$ cat config.mk
export PLATFORM = sky130hd
export DESIGN_NAME = rx_digital_core
export DESIGN_NICKNAME = d
export VERILOG_FILES = /design/src/rx_dsp_pkg.sv /design/src/adc_unfold_stage.sv /design/src/prbs_check_stage.sv /design/src/rx_csr_wb.sv /design/src/rx_digital_core.sv /design/src/slicer_stage.sv
export VERILOG_INCLUDE_DIRS = /design/src /design/src/include
export SDC_FILE = /design/constraint.sdc
export NUM_CORES = 1
export LEC_CHECK = 0
export ABC_CLOCK_PERIOD_IN_PS = 7800
export BUFFER_PORTS_ARGS = -buffer_cell sky130_fd_sc_hd__buf_2
export CAP_MARGIN = 10
export CORE_MARGIN = 8
export CORE_UTILIZATION = 57
export CTS_BUF_LIST = sky130_fd_sc_hd__clkbuf_8
export CTS_CLUSTER_DIAMETER = 60
export DETAILED_ROUTE_END_ITERATION = 10
export PLACE_DENSITY = 0.77
export SYNTH_ARGS = -nofsm -noshare
export SYNTH_HDL_FRONTEND = slang
export SYNTH_HIERARCHICAL = 1
export SYNTH_SLANG_ARGS = --single-unit
$ cat constraint.sdc
create_clock -name clk_adc_i -period 7.8 [get_ports clk_adc_i]
set_input_delay 0 -clock clk_adc_i [delete_from_list [all_inputs] [get_ports clk_adc_i]]
set_output_delay 0 -clock clk_adc_i [all_outputs]
set_load 0.05 [all_outputs]
$ cat src/include/rx_dsp_macros.svh
`ifndef RX_DSP_MACROS_SVH
`define RX_DSP_MACROS_SVH

// datapath dimensions
`define RX_NTI 16
`define RX_NADC 8
`define RX_NCNT 32

// self-synchronizing checker polynomial x^7 + x^6 + 1
`define RX_PRBS_ORDER 7

// wishbone bus widths
`define RX_WB_AW 3
`define RX_WB_DW 32

// register word addresses
`define RX_ADDR_CTRL 3'd0
`define RX_ADDR_OFFSET 3'd1
`define RX_ADDR_THRESH 3'd2
`define RX_ADDR_ERRCNT 3'd3
`define RX_ADDR_TOTCNT 3'd4

`endif

$ cat src/rx_dsp_pkg.sv
`default_nettype none

`include "rx_dsp_macros.svh"

package rx_dsp_pkg;

    typedef logic signed [`RX_NADC-1:0] sample_t;

    // raw slice outputs, magnitude code plus sign per slice
    typedef struct packed {
        logic [`RX_NTI-1:0][`RX_NADC-1:0] mag;
        logic [`RX_NTI-1:0]               sign;
    } adc_word_t;

    typedef struct packed {
        logic                   valid;
        sample_t [`RX_NTI-1:0]  smp;
    } sample_word_t;

    // bit 0 is the earliest bit in time
    typedef struct packed {
        logic               valid;
        logic [`RX_NTI-1:0] bits;
    } bit_word_t;

    typedef struct packed {
        logic                      prbs_en;
        logic                      cnt_clr;
        logic [`RX_NADC-1:0]       pfd_offset;
        logic signed [`RX_NADC-1:0] thresh;
    } rx_cfg_t;

    typedef struct packed {
        logic [`RX_NCNT-1:0] err_count;
        logic [`RX_NCNT-1:0] total_count;
    } prbs_count_t;

    typedef struct packed {
        logic                 cyc;
        logic                 stb;
        logic                 we;
        logic [`RX_WB_AW-1:0] adr;
        logic [`RX_WB_DW-1:0] dat;
    } wb_req_t;

    typedef struct packed {
        logic                 ack;
        logic [`RX_WB_DW-1:0] dat;
    } wb_rsp_t;

endpackage

`default_nettype wire

$ cat src/adc_unfold_stage.sv
`timescale 1ns/100ps
`default_nettype none

`include "rx_dsp_macros.svh"

module adc_unfold_stage import rx_dsp_pkg::*; (
    input  wire logic         clk_adc_i,
    input  wire logic         arst_n_i,
    input  wire adc_word_t    adc_i,
    input  wire logic         adc_valid_i,
    input  wire rx_cfg_t      cfg_i,
    output sample_word_t      sample_o
);

    localparam int SMP_MAX = 2**(`RX_NADC-1) - 1;
    localparam int SMP_MIN = -(2**(`RX_NADC-1));

    // two extra bits hold the full +/-255 difference
    logic signed [`RX_NADC+1:0] diff [`RX_NTI];
    sample_t [`RX_NTI-1:0]      sat;
    sample_t [`RX_NTI-1:0]      smp_q;
    logic                       valid_q;

    always_comb begin
        for (int i = 0; i < `RX_NTI; i++) begin
            if (adc_i.sign[i]) begin
                diff[i] = $signed({2'b00, adc_i.mag[i]}) - $signed({2'b00, cfg_i.pfd_offset});
            end else begin
                diff[i] = $signed({2'b00, cfg_i.pfd_offset}) - $signed({2'b00, adc_i.mag[i]});
            end
            if (diff[i] > SMP_MAX) begin
                sat[i] = sample_t'(SMP_MAX);
            end else if (diff[i] < SMP_MIN) begin
                sat[i] = sample_t'(SMP_MIN);
            end else begin
                sat[i] = sample_t'(diff[i]);
            end
        end
    end

    always_ff @(posedge clk_adc_i or negedge arst_n_i) begin
        if (!arst_n_i) begin
            valid_q <= 1'b0;
        end else begin
            valid_q <= adc_valid_i;
        end
    end

    // samples only load on valid words
    always_ff @(posedge clk_adc_i) begin
        if (adc_valid_i) begin
            smp_q <= sat;
        end
    end

    assign sample_o = '{valid: valid_q, smp: smp_q};

endmodule

`default_nettype wire

$ cat src/prbs_check_stage.sv
`timescale 1ns/100ps
`default_nettype none

`include "rx_dsp_macros.svh"

module prbs_check_stage import rx_dsp_pkg::*; (
    input  wire logic      clk_adc_i,
    input  wire logic      arst_n_i,
    input  wire bit_word_t bits_i,
    input  wire rx_cfg_t   cfg_i,
    output prbs_count_t    count_o
);

    localparam int ORD = `RX_PRBS_ORDER;

    // hist_q[0] is the oldest stored bit and sits ORD positions before bits_i.bits[0]
    logic [ORD-1:0]              hist_q;
    logic [`RX_NTI+ORD-1:0]      ext;
    logic [`RX_NTI-1:0]          err_vec;
    logic [$clog2(`RX_NTI):0]    err_num;
    logic                        primed_q;
    logic [`RX_NCNT-1:0]         err_cnt_q;
    logic [`RX_NCNT-1:0]         tot_cnt_q;

    assign ext = {bits_i.bits, hist_q};

    // each bit should equal the xor of the bits 7 and 6 positions back
    always_comb begin
        err_num = '0;
        for (int i = 0; i < `RX_NTI; i++) begin
            err_vec[i] = ext[i+ORD] ^ ext[i] ^ ext[i+1];
            err_num    = err_num + err_vec[i];
        end
    end

    always_ff @(posedge clk_adc_i or negedge arst_n_i) begin
        if (!arst_n_i) begin
            primed_q  <= 1'b0;
            err_cnt_q <= '0;
            tot_cnt_q <= '0;
        end else if (cfg_i.cnt_clr) begin
            primed_q  <= 1'b0;
            err_cnt_q <= '0;
            tot_cnt_q <= '0;
        end else if (bits_i.valid) begin
            if (!primed_q) begin
                // first word only fills the history
                primed_q <= 1'b1;
            end else if (cfg_i.prbs_en) begin
                err_cnt_q <= err_cnt_q + `RX_NCNT'(err_num);
                tot_cnt_q <= tot_cnt_q + `RX_NCNT'(`RX_NTI);
            end
        end
    end

    // history tracks the stream whether or not counting is on
    always_ff @(posedge clk_adc_i) begin
        if (bits_i.valid) begin
            hist_q <= ext[`RX_NTI+ORD-1:`RX_NTI];
        end
    end

    assign count_o = '{err_count: err_cnt_q, total_count: tot_cnt_q};

endmodule

`default_nettype wire

$ cat src/rx_csr_wb.sv
`timescale 1ns/100ps
`default_nettype none

`include "rx_dsp_macros.svh"

module rx_csr_wb import rx_dsp_pkg::*; (
    input  wire logic        clk_adc_i,
    input  wire logic        arst_n_i,
    input  wire wb_req_t     wb_req_i,
    output wb_rsp_t          wb_rsp_o,
    input  wire prbs_count_t count_i,
    output rx_cfg_t          cfg_o
);

    logic                       req;
    logic                       ack_q;
    logic [`RX_WB_DW-1:0]       rdat;
    logic [`RX_WB_DW-1:0]       rdat_q;
    logic                       prbs_en_q;
    logic                       clr_q;
    logic [`RX_NADC-1:0]        offset_q;
    logic signed [`RX_NADC-1:0] thresh_q;

    // a new request is blocked during the ack cycle so acks never repeat
    assign req = wb_req_i.cyc && wb_req_i.stb && !ack_q;

    always_comb begin
        case (wb_req_i.adr)
            `RX_ADDR_CTRL: begin
                // clear bit is a pulse and reads as zero
                rdat = {{(`RX_WB_DW-2){1'b0}}, 1'b0, prbs_en_q};
            end
            `RX_ADDR_OFFSET: begin
                rdat = {{(`RX_WB_DW-`RX_NADC){1'b0}}, offset_q};
            end
            `RX_ADDR_THRESH: begin
                rdat = {{(`RX_WB_DW-`RX_NADC){1'b0}}, thresh_q};
            end
            `RX_ADDR_ERRCNT: begin
                rdat = count_i.err_count;
            end
            `RX_ADDR_TOTCNT: begin
                rdat = count_i.total_count;
            end
            default: begin
                rdat = '0;
            end
        endcase
    end

    always_ff @(posedge clk_adc_i or negedge arst_n_i) begin
        if (!arst_n_i) begin
            ack_q     <= 1'b0;
            clr_q     <= 1'b0;
            prbs_en_q <= 1'b0;
            offset_q  <= '0;
            thresh_q  <= '0;
        end else begin
            ack_q <= req;
            clr_q <= 1'b0;
            if (req && wb_req_i.we) begin
                case (wb_req_i.adr)
                    `RX_ADDR_CTRL: begin
                        prbs_en_q <= wb_req_i.dat[0];
                        clr_q     <= wb_req_i.dat[1];
                    end
                    `RX_ADDR_OFFSET: begin
                        offset_q <= wb_req_i.dat[`RX_NADC-1:0];
                    end
                    `RX_ADDR_THRESH: begin
                        thresh_q <= wb_req_i.dat[`RX_NADC-1:0];
                    end
                    default: begin
                    end
                endcase
            end
        end
    end

    // read data is captured together with the ack
    always_ff @(posedge clk_adc_i) begin
        if (req) begin
            rdat_q <= rdat;
        end
    end

    assign wb_rsp_o = '{ack: ack_q, dat: rdat_q};

    assign cfg_o = '{
        prbs_en:    prbs_en_q,
        cnt_clr:    clr_q,
        pfd_offset: offset_q,
        thresh:     thresh_q
    };

endmodule

`default_nettype wire

$ cat src/rx_digital_core.sv
`timescale 1ns/100ps
`default_nettype none

`include "rx_dsp_macros.svh"

module rx_digital_core import rx_dsp_pkg::*; (
    input  wire logic        clk_adc_i,
    input  wire logic        arst_n_i,
    input  wire adc_word_t   adc_i,
    input  wire logic        adc_valid_i,
    input  wire wb_req_t     wb_req_i,
    output wb_rsp_t          wb_rsp_o,
    output logic [`RX_NTI-1:0] rx_bits_o,
    output logic             rx_bits_valid_o
);

    sample_word_t sample_w;
    bit_word_t    bits_w;
    prbs_count_t  count_w;
    rx_cfg_t      cfg_w;

    // stage 1 turns sign and magnitude into signed samples
    adc_unfold_stage u_unfold (
        .clk_adc_i   (clk_adc_i),
        .arst_n_i    (arst_n_i),
        .adc_i       (adc_i),
        .adc_valid_i (adc_valid_i),
        .cfg_i       (cfg_w),
        .sample_o    (sample_w)
    );

    // stage 2 makes the threshold decision
    slicer_stage u_slicer (
        .clk_adc_i (clk_adc_i),
        .arst_n_i  (arst_n_i),
        .sample_i  (sample_w),
        .cfg_i     (cfg_w),
        .bits_o    (bits_w)
    );

    // stage 3 counts errors and bits
    prbs_check_stage u_prbs_check (
        .clk_adc_i (clk_adc_i),
        .arst_n_i  (arst_n_i),
        .bits_i    (bits_w),
        .cfg_i     (cfg_w),
        .count_o   (count_w)
    );

    rx_csr_wb u_csr (
        .clk_adc_i (clk_adc_i),
        .arst_n_i  (arst_n_i),
        .wb_req_i  (wb_req_i),
        .wb_rsp_o  (wb_rsp_o),
        .count_i   (count_w),
        .cfg_o     (cfg_w)
    );

    assign rx_bits_o       = bits_w.bits;
    assign rx_bits_valid_o = bits_w.valid;

endmodule

`default_nettype wire

$ cat src/slicer_stage.sv
`timescale 1ns/100ps
`default_nettype none

`include "rx_dsp_macros.svh"

module slicer_stage import rx_dsp_pkg::*; (
    input  wire logic         clk_adc_i,
    input  wire logic         arst_n_i,
    input  wire sample_word_t sample_i,
    input  wire rx_cfg_t      cfg_i,
    output bit_word_t         bits_o
);

    logic [`RX_NTI-1:0] bits_d;
    logic [`RX_NTI-1:0] bits_q;
    logic               valid_q;

    // strictly greater than the signed threshold gives a one
    always_comb begin
        for (int i = 0; i < `RX_NTI; i++) begin
            bits_d[i] = $signed(sample_i.smp[i]) > cfg_i.thresh;
        end
    end

    always_ff @(posedge clk_adc_i or negedge arst_n_i) begin
        if (!arst_n_i) begin
            valid_q <= 1'b0;
        end else begin
            valid_q <= sample_i.valid;
        end
    end

    always_ff @(posedge clk_adc_i) begin
        if (sample_i.valid) begin
            bits_q <= bits_d;
        end
    end

    assign bits_o = '{valid: valid_q, bits: bits_q};

endmodule

`default_nettype wire

# Yosys cells after proc, flatten, opt, wreduce, memory -nomap -nowiden
# Index checks and enable logic that the tools add are counted.
# word_totals
register_bits,269
out_inout_bits,50
# classes
addsub,49
n_lt_le_gt_ge,48
eq_ne,4
muxes,45
n_bitwise,32
n_reduce_logical,12
# ops
cell,count
subtractor 8 x 8 -> 9 bit,32
2-to-1 mux 32 bit,8
greater-than comparator 10 x 8 -> 1 bit (second input constant),16
less-than comparator 10 x 8 -> 1 bit (second input constant),16
2-to-1 mux 10 bit,16
case mux 32 bit (5 select lines),1
greater-than comparator 8 bit,16
2-to-1 mux 8 bit,16
adder 5 x 1 -> 5 bit,14
adder 32 x 5 -> 32 bit,1
adder 32 x 5 -> 32 bit (second input constant),1
XOR 1 bit,32
equality test 3 x 2 -> 1 bit (second input constant),2
AND reduction 2 bit,3
nonzero test 2 bit,3
2-to-1 mux 1 bit,4
equality test 3 x 1 -> 1 bit (second input constant),1
equality test 3 bit (second input constant),1
logical AND 1 bit,3
zero test 3 bit,1
AND reduction 3 bit,1
adder 1 x 1 -> 2 bit,1
zero test 1 bit,1

# Longest topological paths before layout
# logic_depth
word_depth,22
mapped_depth,18
mapped_depth_nobuf,17

# Modules after synthesis
# The synthesis kept the hierarchy.
# modules_own_cells
module,n_inst,cells_each,area_each_um2,seq_area_each_um2
adc_unfold_stage,1,1811,16285.6,3868.7
prbs_check_stage,1,454,4399.2,1736.7
slicer_stage,1,367,3384.5,505.5
rx_csr_wb,1,145,2260.9,1436.4

# Worst setup path after synthesis
# OpenSTA, ideal clock, no wires.
# synth_timing
path_kind,reg2reg
startpoint,register u_slicer.bits_q[2]
endpoint,register u_prbs_check.err_cnt_q[30]
t_arrival_ns,5.751
setup_slack_ns,1.924
stages_incl_launch_ff,18
period_less_slack_ns,5.876
cell_sequence,edfxtp_1 xnor2_1 xnor2_1 fa_1 fa_1 fa_1 inv_1 fa_1 fa_1 fa_1 nor2b_1 o21a_1 ha_1 and4b_1 a211oi_2 clkbuf_1 nor4_1 mux2_2
# synth_between
elab_chain_cells,21
elab_cells_between_ends,24
cone_classes,add/sub (15); mux (4); bitwise (5)
# synth_rtl
element,line_no,text
start: declaration,slicer_stage.sv:15,logic [`RX_NTI-1:0] bits_q;
start signal: assignment,slicer_stage.sv:35,bits_q <= bits_d;
XOR 1 bit (2 in series),prbs_check_stage.sv:31,err_vec[i] = ext[i+ORD] ^ ext[i] ^ ext[i+1];
adder 5 x 1 -> 5 bit (7 in series),prbs_check_stage.sv:32,err_num = err_num + err_vec[i];
adder 5 x 1 -> 5 bit * (7 in series),prbs_check_stage.sv:32,
adder 32 x 5 -> 32 bit *,prbs_check_stage.sv:50,err_cnt_q <= err_cnt_q + `RX_NCNT'(err_num);
2-to-1 mux 32 bit *,prbs_check_stage.sv:49,end else if (cfg_i.prbs_en) begin
2-to-1 mux 32 bit *,prbs_check_stage.sv:46,if (!primed_q) begin
2-to-1 mux 32 bit *,prbs_check_stage.sv:45,end else if (bits_i.valid) begin
2-to-1 mux 32 bit *,prbs_check_stage.sv:41,end else if (cfg_i.cnt_clr) begin
end signal: assignment,prbs_check_stage.sv:50,
end: declaration,prbs_check_stage.sv:22,logic [`RX_NCNT-1:0] err_cnt_q;
# Mark *: on every way between the ends. The rest lies on a longest branch, timed or not. The select of a mux whose other input is x is not followed.
# A chain may end at the register's enable or synchronous reset.

# Worst setup path after layout
# layout_timing
startpoint,register u_slicer.bits_q[2]
endpoint,register u_prbs_check.err_cnt_q[24]
# The elaborated chain is that of the path after synthesis.

==> impl_metrics.py <==
metrics = {
    "outcome": {
        "status": "completed",
    },
    "global_route": {
        "antenna_found_initial": 1,
        "grt_util_all_layers": 0.265,
        "grt_max_degree": 83,
        "grt_overflow": 0,
        "grt_pass1_wl_mm": 115,
        "grt_pass1_vias": 21900,
    },
    "cts": {
        "htreeDepth": 2,
        "path_clk_slew_ns": 0.06,
        "cts.root.buffer_cell": "clkbuf_8",
        "clk_path_buf_depth": 3,
        "clock_latency_ns": 0.56,
        "cts_buffers": 46,
        "cts_tree": "done",
        "cts.sinks": 265,
        "postCtsSetupBuffers": 0,
        "post_cts_resized": 0,
    },
    "floorplanning": {
        "io_pins": 235,
        "die_y_um": 231,
        "start_util": 0.579,
        "num_rows": 78,
        "dieArea_um2": 53300,
        "die_w_um": 231,
        "fp.coreArea_um2": 45500,
    },
    "synthesis": {
        "ys_warn_count": 6,
        "syn-cell-area_um2": 26300,
        "avgSynthCellArea_um2": 9.48,
        "synthFlopType": "edfxtp_1",
        "netlist_instances": 2777,
        "synth-seq-cells": 265,
        "ys_types": 102,
        "synth_edf_count": 183,
        "ys_seq_area_frac": 0.287,
        "async_flop_share": 0.309,
    },
    "critical_path": {
        "reg2reg_to": "u_prbs_check/err_cnt_q[24]",
        "cp-start-kind": "flop",
        "ff2ff_setup_slack_ns": 1.52,
        "crit_family": "adder cells",
        "cp_max_fo": 19,
        "reg2reg_depth": 16,
        "end_kind": "flop",
        "cp_common_cell": "fa_1",
        "cpPeakStageDelay_ns": 1.01,
        "crit_arrival_ns": 6.72,
        "crit_type": "flop to flop",
        "path_buf_inv": 1,
        "cp.depth": 16,
        "worst_ep_required_time_ns": 8.24,
        "r2r-start": "u_slicer/bits_q[2]",
        "crit_chain": "xnor2_1, xnor2_1, fa_1, fa_1, fa_1, inv_1, fa_1, fa_1, fa_1, nor2b_1, o21a_1, ha_1, and4b_1, a211oi_2, nor4_1, mux2_2",
        "slowest_stage": "a211oi_2",
    },
    "power_and_ir_drop": {
        "leakage_nw": 13.1,
        "power.internal_mw": 5.31,
        "p_sw_frac": 0.453,
        "p_comb_frac": 0.641,
        "power.switching_mw": 4.40,
        "pwr-share-seq": 0.212,
        "clkPwrFrac": 0.147,
        "peakVddDrop_mv": 0.666,
        "p_per_area_nw_per_um2": 335,
    },
    "sta": {
        "hold_viol": 0,
        "fin_crit_ns": 6.28,
        "rsz0062_at_grt": "no",
        "setup_viol": 0,
        "final.setup.tns_ns": 0,
        "slew_violations": 0,
        "tightest_slew_ns": 1.25,
        "slew_headroom": 0.166,
        "skew_ns": 0.0197,
        "max_freq_ghz": 0.159,
        "min_period_over_period": 0.805,
    },
    "routing": {
        "vias_per_cell": 6.17,
        "dr.pass1.iters": 6,
        "drtIter0Drc": 2157,
        "num_vias": 22300,
        "wirelength_mm": 73.9,
        "wl_per_cell_um": 20.4,
        "antenna_left": 0,
        "drc": 0,
    },
    "layout": {
        "fin_util": 0.638,
        "nets": 3633,
        "fin_cells": 3615,
        "area_growth_pct": 10.1,
        "layout-drive-gt1-share": 0.141,
        "final_area_um2": 29000,
    },
    "job": {
        "maxCapViolCount": 0,
    },
    "worst_hold_path": {
        "whs_path_depth": 4,
        "min_path_type": "primary input to flop",
        "min_from": "adc_i[127]",
        "worstHoldEndpoint": "u_unfold/sample_o[111]",
    },
    "placed_design": {
        "place_hpwl_mm": 54.1,
        "port-buffer-count": 210,
        "place_congestion": 0.917,
        "placed_area_um2": 27800,
        "dp.cells": 3509,
    },
}
[worst max-delay path by stage]
stage,startpoint,endpoint,slack (ns)
2_1_floorplan,u_slicer/bits_q[2],u_prbs_check/err_cnt_q[30],1.92
3_3_place_gp,u_slicer/bits_q[3],u_prbs_check/err_cnt_q[26],1.62
3_5_place_dp,u_slicer/bits_q[2],u_prbs_check/err_cnt_q[24],1.54
4_1_cts,u_slicer/bits_q[2],u_prbs_check/err_cnt_q[24],1.53
5_1_grt,u_slicer/bits_q[3],u_prbs_check/err_cnt_q[26],1.28
6_report,u_slicer/bits_q[2],u_prbs_check/err_cnt_q[24],1.52
[final cells by class]
type | count | area (um2)
inverter | 264 | 991
tap | 600 | 751
clock inverter | 37 | 372
timing repair buffer | 256 | 1450
sequential | 265 | 7550
multi-input combinational | 2144 | 17200
antenna | 1 | 2.50
fill | 3774 | 16500
clock buffer | 48 | 661
[sequential cells by signal, indices dropped and copies added (netlist names), 7 cells and up]
signal / count
u_slicer/bits_q: 16
u_csr/thresh_q: 8
u_prbs_check/hist_q: 7
u_unfold/sample_o: 128
u_prbs_check/err_cnt_q: 32
u_csr/offset_q: 8
u_csr/rdat_q: 32
u_prbs_check/tot_cnt_q: 28
[synthesized netlist by cell type, types with 9 or more instances]
| cell | count | share of area |
|---|---|---|
| mux2i_1 | 65 | 0.025 |
| xnor2_1 | 89 | 0.030 |
| edfxtp_1 | 183 | 0.21 |
| a21o_1 | 52 | 0.015 |
| clkbuf_1 | 40 | 0.0057 |
| mux2_4 | 13 | 0.0074 |
| buf_4 | 20 | 0.0057 |
| a22o_1 | 24 | 0.0080 |
| nor2_1 | 134 | 0.019 |
| or4_1 | 19 | 0.0054 |
| o21a_1 | 14 | 0.0040 |
| nor2b_1 | 71 | 0.017 |
| nor3_1 | 35 | 0.0067 |
| and3_1 | 12 | 0.0029 |
| a211oi_1 | 40 | 0.011 |
| buf_6 | 9 | 0.0038 |
| nor4_1 | 24 | 0.0057 |
| nand2_1 | 128 | 0.018 |
| o211ai_1 | 16 | 0.0046 |
| dfrtp_1 | 82 | 0.078 |
| buf_2 | 33 | 0.0063 |
| o21ai_0 | 168 | 0.032 |
| a31oi_1 | 26 | 0.0062 |
| nand3_1 | 46 | 0.0087 |
| mux2_2 | 45 | 0.019 |
| o22ai_1 | 20 | 0.0048 |
| o21ai_1 | 26 | 0.0049 |
| nand4_1 | 40 | 0.0095 |
| or3_1 | 15 | 0.0036 |
| inv_1 | 263 | 0.037 |
| ha_1 | 428 | 0.20 |
| a21oi_1 | 215 | 0.041 |
| fa_1 | 43 | 0.033 |
| nand3b_1 | 15 | 0.0043 |
| maj3_1 | 21 | 0.0080 |
| nand2b_1 | 39 | 0.0093 |
| o31ai_1 | 29 | 0.0083 |
| xor2_1 | 46 | 0.015 |
| nor3b_1 | 13 | 0.0037 |
[routing by layer]
metal,vias to the layer above,global-route usage,wire [um],part of all wire
met4,2,0.113,3430,0.046
li1,10500,-,-,-
met2,926,0.435,33700,0.46
met5,-,0,12,0.00016
met3,195,0.0455,5610,0.076
met1,10700,0.340,31100,0.42
[cells by family after synthesis]
family | Yosys count | synth area share
AOI/OAI and AO/OA | 726 | 0.176
xor gates and xnor gates | 137 | 0.0461
adders and majority gates | 498 | 0.247
buffers and inverters | 371 | 0.0601
DFF | 265 | 0.287
muxes | 124 | 0.0518
other | 1 | 0.000142
and+or+nand+nor | 655 | 0.133
[cell usage in the layout, fill, tap and decap left out, types with 24 or more instances in the layout]
cell      count
xnor2_1      89
nand2b_1     39
a21oi_1     215
a22o_1       24
nand2_1     128
buf_2       208
clkbuf_8     48
inv_1       272
o31ai_1      29
edfxtp_1    183
mux2_2       45
nand3_1      46
mux2i_1      65
buf_4        28
dfrtp_1      79
fa_1         43
nor4_1       24
xor2_1       46
o21ai_1      26
nor2_1      133
o21ai_0     168
a21o_1       52
nand4_1      40
a211oi_1     40
a31oi_1      26
nor2b_1      71
ha_1        428
nor3_1       35
[worst min-delay path, stage by stage]
cell and delay (ns):
buf_2 0.12, inv_1 0.05, ha_1 0.13, o31ai_1 0.09
[per-stage QoR]
| step | hold slack, ns | total power [mW] | setup WS, ns |
|---|---|---|---|
| global route | 0.0194 | 10.4 | 1.28 |
| detailed placement | 0.246 | 8.18 | 1.54 |
| CTS | 0.000122 | 9.64 | 1.53 |
| floorplan | -0.296 | 6.68 | 1.92 |
| finish | 0.0201 | 9.71 | 1.52 |
| global placement | 0.241 | 7.90 | 1.62 |
[repair_timing]
| action | in CTS | in global routing |
|---|---|---|
| hold buffers | 20 | 0 |
| endpoints found under the hold margin | 107 | 0 |
| setup endpoints to repair | 0 | 0 |
[power groups by stage]
| stage | registers (mW) | clock network (mW) | logic (mW) |
|---|---|---|---|
| after floorplan | 2.15 | 0 | 4.53 |
| after global placement | 2.08 | 0 | 5.82 |
| final | 2.06 | 1.42 | 6.22 |
| after CTS | 2.06 | 1.45 | 6.13 |
| after detailed placement | 2.09 | 0 | 6.09 |
| after global routing | 2.09 | 1.50 | 6.84 |
(Power assumes the default switching activity.)
